File: src/logic/decompress_pkg.sv
package decompress_pkg;

    // ML-KEM ring parameters
    localparam int mlkem_n = 256;
    localparam int mlkem_q = 3329;
    localparam int q_w     = 12;

    // Memory side widths
    localparam int coeff_w       = 24;
    localparam int coeff_per_clk = 4;
    localparam int api_word_w    = 64;

    ////////////////////
    // Bit buffer sizing
    ////////////////////
    localparam int piso_w          = 104;
    // A whole read word still fits on top of this level
    localparam int piso_room_limit = piso_w - api_word_w;
    localparam int writes_per_poly = mlkem_n / coeff_per_clk;

    typedef enum logic [1:0] {
        decompress1  = 2'b00,
        decompress5  = 2'b01,
        decompress11 = 2'b10,
        decompress12 = 2'b11
    } decompress_mode_t;

    typedef logic [coeff_w-1:0]               coeff_t;
    typedef logic [coeff_per_clk*coeff_w-1:0] coeff_word_t;
    typedef logic [api_word_w/2-1:0]          api_half_t;

    // Compressed bits per coefficient
    function automatic logic [3:0] mode_bits(input decompress_mode_t mode);
        case (mode)
            decompress1:  mode_bits = 4'd1;
            decompress5:  mode_bits = 4'd5;
            decompress11: mode_bits = 4'd11;
            default:      mode_bits = 4'd12;
        endcase
    endfunction

endpackage

File: src/logic/decomp_job_if.sv
`timescale 1ns/1ps

interface decomp_job_if #(
    parameter int ADDR_W = 15
);

    // Settings of the running job, stable from start until done
    logic                             start;
    decompress_pkg::decompress_mode_t mode;
    logic [2:0]                       num_poly;
    logic [ADDR_W-1:0]                src_base;
    logic [ADDR_W-1:0]                dest_base;

    modport controller (
        output start, mode, num_poly, src_base, dest_base
    );

    modport reader (
        input start, mode, num_poly, src_base
    );

    modport writer (
        input start, mode, num_poly, dest_base
    );

endinterface

File: src/logic/api_read_ctrl.sv
`timescale 1ns/1ps

module api_read_ctrl #(
    parameter int ADDR_W = 15
) (
    input  logic                                    pi_clk,
    input  logic                                    pi_reset_n,
    input  logic                                    zeroize,
    decomp_job_if.reader                            job,
    input  logic                                    room,
    output logic                                    api_rd_en,
    output logic [ADDR_W-1:0]                       api_rd_addr,
    input  decompress_pkg::api_half_t [1:0]         api_rd_data,
    output logic                                    word_valid,
    output logic [decompress_pkg::api_word_w-1:0]   word
);

    // Reads per job peak at 4 x 12 x 7
    localparam int cnt_w = $clog2(4 * 12 * 7 + 1);

    logic             active;
    logic             in_flight;
    logic [cnt_w-1:0] rd_cnt;
    logic [cnt_w-1:0] rd_cnt_next;
    logic [cnt_w-1:0] rd_target;

    // Four words per bit of compressed width, per polynomial
    assign rd_target = (cnt_w'(decompress_pkg::mode_bits(job.mode))
                        * cnt_w'(job.num_poly)) << 2;
    assign rd_cnt_next = rd_cnt + cnt_w'(1);

    // One read at a time, and only when a full word fits
    assign api_rd_en = active && room && !in_flight;

    always_ff @(posedge pi_clk or negedge pi_reset_n) begin
        if (!pi_reset_n) begin
            active      <= 1'b0;
            in_flight   <= 1'b0;
            rd_cnt      <= '0;
            api_rd_addr <= '0;
        end else if (zeroize) begin
            active      <= 1'b0;
            in_flight   <= 1'b0;
            rd_cnt      <= '0;
            api_rd_addr <= '0;
        end else begin
            in_flight <= api_rd_en;
            if (job.start) begin
                active      <= 1'b1;
                rd_cnt      <= '0;
                api_rd_addr <= job.src_base;
            end else if (api_rd_en) begin
                rd_cnt      <= rd_cnt_next;
                api_rd_addr <= api_rd_addr + ADDR_W'(1);
                if (rd_cnt_next == rd_target) begin
                    active <= 1'b0;
                end
            end
        end
    end

    ////////////////////
    // Read return path
    ////////////////////
    // Source memory answers one cycle after the read
    assign word_valid = in_flight;
    assign word       = {api_rd_data[1], api_rd_data[0]};

    // Reads never run past the length of the job
    a_read_in_job : assert property (
        @(posedge pi_clk) disable iff (!pi_reset_n || zeroize)
        api_rd_en |-> (rd_cnt < rd_target)
    );

endmodule

File: src/logic/coeff_unpack_write.sv
`timescale 1ns/1ps

module coeff_unpack_write #(
    parameter int ADDR_W = 15
) (
    input  logic                                                    pi_clk,
    input  logic                                                    pi_reset_n,
    input  logic                                                    zeroize,
    decomp_job_if.writer                                            job,
    input  logic                                                    chunk_valid,
    input  logic [decompress_pkg::coeff_per_clk*decompress_pkg::q_w-1:0] chunk,
    output logic                                                    chunk_take,
    output logic                                                    mem_wr_en,
    output logic [ADDR_W-1:0]                                       mem_wr_addr,
    output decompress_pkg::coeff_word_t                             mem_wr_data,
    output logic                                                    last_write
);

    localparam int lanes  = decompress_pkg::coeff_per_clk;
    localparam int qw     = decompress_pkg::q_w;
    localparam int lane_w = decompress_pkg::coeff_w;
    localparam int prod_w = 2 * qw;
    localparam int cnt_w  = $clog2(decompress_pkg::writes_per_poly * 7 + 1);

    logic                        active;
    logic [ADDR_W-1:0]           wr_ptr;
    logic [cnt_w-1:0]            wr_cnt;
    logic [cnt_w-1:0]            wr_cnt_next;
    logic [cnt_w-1:0]            wr_target;
    logic                        final_take;
    logic [3:0]                  bits;
    logic [qw-1:0]               value [lanes];
    logic [prod_w-1:0]           prod [lanes];
    logic [qw-1:0]               coeff [lanes];
    decompress_pkg::coeff_word_t word_next;

    assign bits        = decompress_pkg::mode_bits(job.mode);
    assign chunk_take  = chunk_valid && active;
    assign wr_cnt_next = wr_cnt + cnt_w'(1);
    assign wr_target   = cnt_w'(decompress_pkg::writes_per_poly) * cnt_w'(job.num_poly);
    assign final_take  = chunk_take && (wr_cnt_next == wr_target);

    // Split the chunk into four values, lane 0 from the lowest bits
    always_comb begin
        for (int i = 0; i < lanes; i++) begin
            case (job.mode)
                decompress_pkg::decompress1:  value[i] = qw'(chunk[i]);
                decompress_pkg::decompress5:  value[i] = qw'(chunk[i*5 +: 5]);
                decompress_pkg::decompress11: value[i] = qw'(chunk[i*11 +: 11]);
                default:                      value[i] = chunk[i*12 +: 12];
            endcase
        end
    end

    ////////////////////
    // Decompression
    ////////////////////
    always_comb begin
        word_next = '0;
        for (int i = 0; i < lanes; i++) begin
            // round(q * v / 2^d) as (q * v + 2^(d-1)) >> d
            prod[i] = prod_w'(value[i]) * prod_w'(decompress_pkg::mlkem_q)
                      + (prod_w'(1) << (bits - 4'd1));
            if (job.mode == decompress_pkg::decompress12) begin
                // Out of range values become zero
                coeff[i] = (value[i] < qw'(decompress_pkg::mlkem_q)) ? value[i] : '0;
            end else begin
                coeff[i] = qw'(prod[i] >> bits);
            end
            word_next[i*lane_w +: lane_w] = decompress_pkg::coeff_t'(coeff[i]);
        end
    end

    always_ff @(posedge pi_clk or negedge pi_reset_n) begin
        if (!pi_reset_n) begin
            active     <= 1'b0;
            wr_cnt     <= '0;
            wr_ptr     <= '0;
            mem_wr_en  <= 1'b0;
            last_write <= 1'b0;
        end else if (zeroize) begin
            active     <= 1'b0;
            wr_cnt     <= '0;
            wr_ptr     <= '0;
            mem_wr_en  <= 1'b0;
            last_write <= 1'b0;
        end else begin
            mem_wr_en  <= chunk_take;
            last_write <= final_take;
            if (job.start) begin
                active <= 1'b1;
                wr_cnt <= '0;
                wr_ptr <= job.dest_base;
            end else if (chunk_take) begin
                wr_cnt <= wr_cnt_next;
                wr_ptr <= wr_ptr + ADDR_W'(1);
                if (final_take) begin
                    active <= 1'b0;
                end
            end
        end
    end

    // Write address and data
    always_ff @(posedge pi_clk) begin
        if (zeroize) begin
            mem_wr_addr <= '0;
            mem_wr_data <= '0;
        end else if (chunk_take) begin
            mem_wr_addr <= wr_ptr;
            mem_wr_data <= word_next;
        end
    end

endmodule

File: src/logic/decompress_ctrl.sv
`timescale 1ns/1ps

module decompress_ctrl #(
    parameter int ADDR_W = 15
) (
    input  logic                             pi_clk,
    input  logic                             pi_reset_n,
    input  logic                             zeroize,
    input  logic                             decompress_enable,
    input  decompress_pkg::decompress_mode_t mode,
    input  logic [2:0]                       num_poly,
    input  logic [ADDR_W-1:0]                src_base_addr,
    input  logic [ADDR_W-1:0]                dest_base_addr,
    input  logic                             last_write,
    decomp_job_if.controller                 job,
    output logic                             decompress_done
);

    logic busy;
    logic start_q;
    logic accept;

    // A new job is taken only from idle
    assign accept = decompress_enable && !busy;

    always_ff @(posedge pi_clk or negedge pi_reset_n) begin
        if (!pi_reset_n) begin
            busy            <= 1'b0;
            start_q         <= 1'b0;
            decompress_done <= 1'b0;
        end else if (zeroize) begin
            busy            <= 1'b0;
            start_q         <= 1'b0;
            decompress_done <= 1'b0;
        end else begin
            start_q         <= accept;
            decompress_done <= last_write;
            if (accept) begin
                busy <= 1'b1;
            end else if (last_write) begin
                busy <= 1'b0;
            end
        end
    end

    // Latched job settings
    always_ff @(posedge pi_clk) begin
        if (zeroize) begin
            job.mode      <= decompress_pkg::decompress1;
            job.num_poly  <= '0;
            job.src_base  <= '0;
            job.dest_base <= '0;
        end else if (accept) begin
            job.mode      <= mode;
            job.num_poly  <= num_poly;
            job.src_base  <= src_base_addr;
            job.dest_base <= dest_base_addr;
        end
    end

    assign job.start = start_q;

    // Host waits for done before it enables again
    a_no_enable_while_busy : assert property (
        @(posedge pi_clk) disable iff (!pi_reset_n || zeroize)
        busy |-> !decompress_enable
    );

endmodule

File: src/logic/decompress_top.sv
`timescale 1ns/1ps

module decompress_top #(
    parameter int ADDR_W = 15
) (
    input  logic                             pi_clk,
    input  logic                             pi_reset_n,
    input  logic                             zeroize,
    input  logic                             decompress_enable,
    input  decompress_pkg::decompress_mode_t mode,
    input  logic [2:0]                       num_poly,
    input  logic [ADDR_W-1:0]                src_base_addr,
    input  logic [ADDR_W-1:0]                dest_base_addr,
    output logic                             api_rd_en,
    output logic [ADDR_W-1:0]                api_rd_addr,
    input  decompress_pkg::api_half_t [1:0]  api_rd_data,
    output logic                             mem_wr_en,
    output logic [ADDR_W-1:0]                mem_wr_addr,
    output decompress_pkg::coeff_word_t      mem_wr_data,
    output logic                             decompress_done
);

    localparam int chunk_w = decompress_pkg::coeff_per_clk * decompress_pkg::q_w;

    // Reader to buffer
    logic                                  room;
    logic                                  word_valid;
    logic [decompress_pkg::api_word_w-1:0] word;

    // Buffer to writer
    logic               chunk_valid;
    logic               chunk_take;
    logic [chunk_w-1:0] chunk;

    logic last_write;

    decomp_job_if #(.ADDR_W(ADDR_W)) i_job_if ();

    decompress_ctrl #(.ADDR_W(ADDR_W)) i_ctrl (
        .pi_clk            (pi_clk),
        .pi_reset_n        (pi_reset_n),
        .zeroize           (zeroize),
        .decompress_enable (decompress_enable),
        .mode              (mode),
        .num_poly          (num_poly),
        .src_base_addr     (src_base_addr),
        .dest_base_addr    (dest_base_addr),
        .last_write        (last_write),
        .job               (i_job_if.controller),
        .decompress_done   (decompress_done)
    );

    api_read_ctrl #(.ADDR_W(ADDR_W)) i_reader (
        .pi_clk      (pi_clk),
        .pi_reset_n  (pi_reset_n),
        .zeroize     (zeroize),
        .job         (i_job_if.reader),
        .room        (room),
        .api_rd_en   (api_rd_en),
        .api_rd_addr (api_rd_addr),
        .api_rd_data (api_rd_data),
        .word_valid  (word_valid),
        .word        (word)
    );

    piso_buffer i_piso (
        .pi_clk      (pi_clk),
        .pi_reset_n  (pi_reset_n),
        .zeroize     (zeroize),
        .mode        (i_job_if.mode),
        .word_valid  (word_valid),
        .word        (word),
        .room        (room),
        .chunk_valid (chunk_valid),
        .chunk       (chunk),
        .chunk_take  (chunk_take)
    );

    coeff_unpack_write #(.ADDR_W(ADDR_W)) i_writer (
        .pi_clk      (pi_clk),
        .pi_reset_n  (pi_reset_n),
        .zeroize     (zeroize),
        .job         (i_job_if.writer),
        .chunk_valid (chunk_valid),
        .chunk       (chunk),
        .chunk_take  (chunk_take),
        .mem_wr_en   (mem_wr_en),
        .mem_wr_addr (mem_wr_addr),
        .mem_wr_data (mem_wr_data),
        .last_write  (last_write)
    );

endmodule

File: src/logic/piso_buffer.sv
`timescale 1ns/1ps

module piso_buffer (
    input  logic                                                    pi_clk,
    input  logic                                                    pi_reset_n,
    input  logic                                                    zeroize,
    input  decompress_pkg::decompress_mode_t                        mode,
    input  logic                                                    word_valid,
    input  logic [decompress_pkg::api_word_w-1:0]                   word,
    output logic                                                    room,
    output logic                                                    chunk_valid,
    output logic [decompress_pkg::coeff_per_clk*decompress_pkg::q_w-1:0] chunk,
    input  logic                                                    chunk_take
);

    localparam int buf_w   = decompress_pkg::piso_w;
    localparam int word_w  = decompress_pkg::api_word_w;
    localparam int chunk_w = decompress_pkg::coeff_per_clk * decompress_pkg::q_w;
    localparam int fill_w  = $clog2(buf_w + 1);

    logic [buf_w-1:0]  data_q;
    logic [buf_w-1:0]  data_shift;
    logic [buf_w-1:0]  data_next;
    logic [fill_w-1:0] fill_q;
    logic [fill_w-1:0] fill_after;
    logic [fill_w-1:0] fill_next;
    logic [fill_w-1:0] chunk_bits;

    // Four values per chunk
    assign chunk_bits = fill_w'(decompress_pkg::mode_bits(mode)) << 2;

    assign chunk_valid = (fill_q >= chunk_bits);
    assign chunk       = data_q[chunk_w-1:0];
    assign room        = (fill_q <= fill_w'(decompress_pkg::piso_room_limit));

    ////////////////////
    // Next buffer state
    ////////////////////
    always_comb begin
        data_shift = data_q;
        fill_after = fill_q;
        // Consumed bits leave from the bottom first
        if (chunk_take) begin
            data_shift = data_q >> chunk_bits;
            fill_after = fill_q - chunk_bits;
        end
        data_next = data_shift;
        fill_next = fill_after;
        // New word goes right above the remaining bits
        if (word_valid) begin
            data_next = data_shift | (buf_w'(word) << fill_after);
            fill_next = fill_after + fill_w'(word_w);
        end
    end

    always_ff @(posedge pi_clk or negedge pi_reset_n) begin
        if (!pi_reset_n) begin
            data_q <= '0;
            fill_q <= '0;
        end else if (zeroize) begin
            data_q <= '0;
            fill_q <= '0;
        end else begin
            data_q <= data_next;
            fill_q <= fill_next;
        end
    end

    // Holds only while the reader respects room
    a_fill_in_range : assert property (
        @(posedge pi_clk) disable iff (!pi_reset_n || zeroize)
        fill_q <= fill_w'(buf_w)
    );

endmodule
File: config.mk
export PLATFORM = sky130hd
export DESIGN_NAME = decompress_top
export DESIGN_NICKNAME = d
export VERILOG_FILES = /design/src/logic/decompress_pkg.sv /design/src/logic/decomp_job_if.sv /design/src/logic/api_read_ctrl.sv /design/src/logic/coeff_unpack_write.sv /design/src/logic/decompress_ctrl.sv /design/src/logic/decompress_top.sv /design/src/logic/piso_buffer.sv
export SDC_FILE = /design/constraint.sdc
export NUM_CORES = 1
export LEC_CHECK = 0
export BUFFER_PORTS_ARGS = -buffer_cell sky130_fd_sc_hd__clkbuf_2
export CORE_ASPECT_RATIO = 1.2
export CORE_MARGIN = 5
export CORE_UTILIZATION = 60
export CTS_CLUSTER_SIZE = 12
export DETAILED_ROUTE_END_ITERATION = 8
export PLACE_DENSITY = 0.8
export SYNTH_ARGS = -nofsm -noshare
export SYNTH_HDL_FRONTEND = slang
export SYNTH_HIERARCHICAL = 1
export SYNTH_SLANG_ARGS = --single-unit
File: constraint.sdc
create_clock -name pi_clk -period 7.14 [get_ports pi_clk]
set_input_delay 0.357 -clock pi_clk [delete_from_list [all_inputs] [get_ports pi_clk]]
set_output_delay 0.357 -clock pi_clk [all_outputs]
set_load 0.005 [all_outputs]
==> reports/metrics.yaml <==
coreArea_mm2: 0.0512
yosysWarnings: 6
finalHoldViolations: 0
cp.arrival_ns: 6.70
clock-skew-final_ns: 0.0217
crit_buf_inv: 4
p_leak_uw: 0.0158
dp_cells: 4100
grt_pass1_wl_um: 142000
worst-path-max-fanout: 46
pin_count: 232
slew_headroom_pct: 27.3
yosys.area_share.adder_pct: 22.1
avgSynthCellArea_um2: 8.87
cts_resized: 0
final_cell_mix: "422 x ha_1, 284 x inv_1, 252 x nand2_1, 239 x nor2_1, 191 x a21oi_1"
hold_class: "input port to flip-flop"
nets: 4098
fin_cells: 4175
postLayoutCoreUtil_pct: 63.2
antenna_found_initial: 2
clockBufferDepth: 3
syn-cell-area_mm2: 0.0309
synth_top_family_by_area: "adder cells"
drive_above_1_share_pct: 13.3
slowest_delay_ns: 0.72
synth-seq-cells: 263
vias: 26700
status: "finished, final reports clean"
layout_commonest_cell: "ha_1"
drtIter0Drc: 3084
critical_path.top_delay_family: "adder cells"
yosys-top-cells-area: "ha_1 17%, dfrtp_1 13%, dfxtp_1 6.4%"
worstSetupEndpointType: "flip-flop"
root_buffer: "clkbuf_16"
dieArea_mm2: 0.0561
synth_compound_area_share_pct: 16.8
area_growth_pct: 4.95
initial_core_util_pct: 60.3
crit_path_cell_trace: "buf_4, nand2_1, inv_1, buf_4, nand2_1, inv_1, ha_1, ha_1, ha_1, fa_1, ha_1, and4_1, o2bb2ai_1, a21oi_1, a21oi_1, nor2_1, mux2_2, a221oi_1, o32ai_1"
synthMuxAreaShare_pct: 13.8
dr.pass1.iters: 6
ys.flop_type: "dfrtp_1"
synthArstFlopShare_pct: 62.7
setup_viol: 0
cts_htree_levels: 1
cts_tree: "built"
ant_nets: 0
dp_hpwl_um: 67900
tns_ns: 0
path_class: "flip-flop to flip-flop"
slowest_stage: "dfxtp_4"
clkLatencyLatePin_ns: 0.60
synth_edf_count: 0
globalRouteTotalUtil_pct: 31.0
worst_setup_path_start_kind: "flip-flop"
worst_pin_slew_ns: 1.06
finalCritPeriodShare_pct: 87.4
ir_worst_vdd_uv: 163
synth_top_area_share_pct: 17.1
holdWs_ns: 0.0296
vias_per_cell: 6.41
grt_pass1_vias: 26200
numCtsBuffers: 31
cpMostUsedCell: "ha_1"
clkTransAtPathRegs_ns: 0.07
powerDensity_mw_per_mm2: 143
syn_inst: 3480
layout_min_cycle_time_ns: 6.24
drv_cap: 0
rows: 91
cts.sinks: 263
yosys.area.top_type: "ha_1"
drc: 0
worstPathRequired_ns: 7.60
avgRoutedWirePerCell_um: 21.5
gr-total-overflow: 0
slew_viol_final: 0
die_h_um: 259
die_w_um: 217
grt_max_degree: 124
wl_um: 89900
port_buffers: 183
synth_xor_area_share_pct: 3.17
synth-simple-area-share_pct: 13.9
rsz0062_at_grt: "no"
synth_seq_area_share_pct: 19.7
fmax_ghz: 0.160
gp_congestion: 1.00
synth_cell_types: 107
[cell usage after synthesis, types with 12 or more instances]
cell type  count
ha_1         422
inv_1        284
nand2_1      253
nor2_1       239
a21oi_1      191
buf_4        178
mux2i_1      177
dfrtp_1      165
o21ai_0      144
clkbuf_1     101
dfxtp_1       98
mux4_2        85
fa_1          76
nor3_1        63
o22ai_1       62
nand3_1       61
xnor2_1       57
xor2_1        53
nand2b_1      52
a21o_1        47
mux2_2        47
buf_2         45
o21ai_1       35
nand4bb_1     33
a22oi_1       32
nand4_1       29
a221oi_1      28
a31oi_1       28
nor2b_1       21
a211oi_1      20
o21a_1        19
o32ai_1       19
buf_1         18
a221o_1       17
and3_1        17
and2_1        13
o211ai_1      13
o21bai_1      13
or3_1         13
o221ai_1      12
[area by class of cell]
type | instances | area [µm²]
well taps | 651 | 815
fillers | 4339 | 18800
repair buffers | 245 | 1440
clock inverters | 10 | 108
flip-flops and latches | 263 | 6100
diodes | 2 | 5.00
clock buffers | 48 | 922
multi-input cells | 2666 | 21900
inverters | 290 | 1090
[sequential cells by signal (all words and copies together), names as in the netlist]
name and cells:
i_ctrl/decompress_done 1, i_reader/word_valid 1, i_piso/fill_q 5, i_reader/rd_cnt 9, i_writer/active 1, i_ctrl/busy 1, i_writer/mem_wr_en 1, i_ctrl/job.dest_base 15
i_ctrl/job.start 1, i_writer/mem_wr_data 48, i_writer/mem_wr_addr 15, i_writer/wr_ptr 15, i_reader/api_rd_addr 15, i_ctrl/job.num_poly 3, i_piso/data_q 104, i_writer/last_write 1
i_writer/wr_cnt 9, i_ctrl/job.mode 2, i_ctrl/job.src_base 15, i_reader/active 1
[path summary, 6_finish.rpt]
kind,from,end,slack (ns),depth (start not counted)
worst max-delay path,i_ctrl/job.mode[1]$_SDFFE_PP0P_,i_writer/mem_wr_data[80]$_SDFFE_PP0P_,0.90,19
worst min-delay path,src_base_addr[1],i_ctrl/job.src_base[1]$_SDFFE_PP0P_,0.03,3
worst max register to register,i_ctrl/job.mode[1]$_SDFFE_PP0P_,i_writer/mem_wr_data[80]$_SDFFE_PP0P_,0.90,19
worst min register to register,i_writer/last_write$_DFF_PN0_,i_ctrl/busy$_DFFE_PN0P_,0.45,1
max in group asynchronous,pi_reset_n,i_piso/data_q[70]$_DFF_PN0_,5.15,3
min in group asynchronous,pi_reset_n,i_writer/wr_ptr[11]$_DFFE_PN0P_,0.41,2
[cell families after synthesis]
group,after synthesis
compound gates,790
xor+xnor,111
fa+ha+maj,499
buf+inv,645
flops,263
mux,312
other cells,2
simple gates,858
[where the power goes]
| group | switching (µW) | total (µW) | internal, µW | leakage, µW |
|---|---|---|---|---|
| Sequential | 107 | 1650 | 1540 | 0.00309 |
| Clock | 687 | 1620 | 932 | 0.000507 |
| Combinational | 841 | 1360 | 517 | 0.0122 |
[what timing repair did]
item | 4_1_cts | 5_1_grt
buffers inserted | 0 | 0
hold endpoints to repair | 113 | 0
hold buffers | 15 | 0
endpoints found under the setup margin | 0 | 0
[through the flow]
stage          instance area [µm²]  setup WS [ns]  total power (µW)
2_1_floorplan                31200           1.40              2650
5_1_grt                      32400          0.611              4820
6_report                     32400          0.897              4630
3_3_place_gp                 31200           1.10              2960
4_1_cts                      32400           1.04              4600
3_5_place_dp                 31200           1.07              2980
[layer usage]
layer  wire (µm)  GRT usage (%)  vias up
met5           0              0        -
met1       35100           40.3    12700
met2       41900           50.7     1431
li1            -              -    12300
met4        4850           15.0        0
met3        8040           4.70      298
[worst min-delay path: stages]
cell and delay, ns:
clkbuf_2 0.08, nand4bb_1 0.10, o21ai_2 0.05
Power figures use the tool's default switching activity.
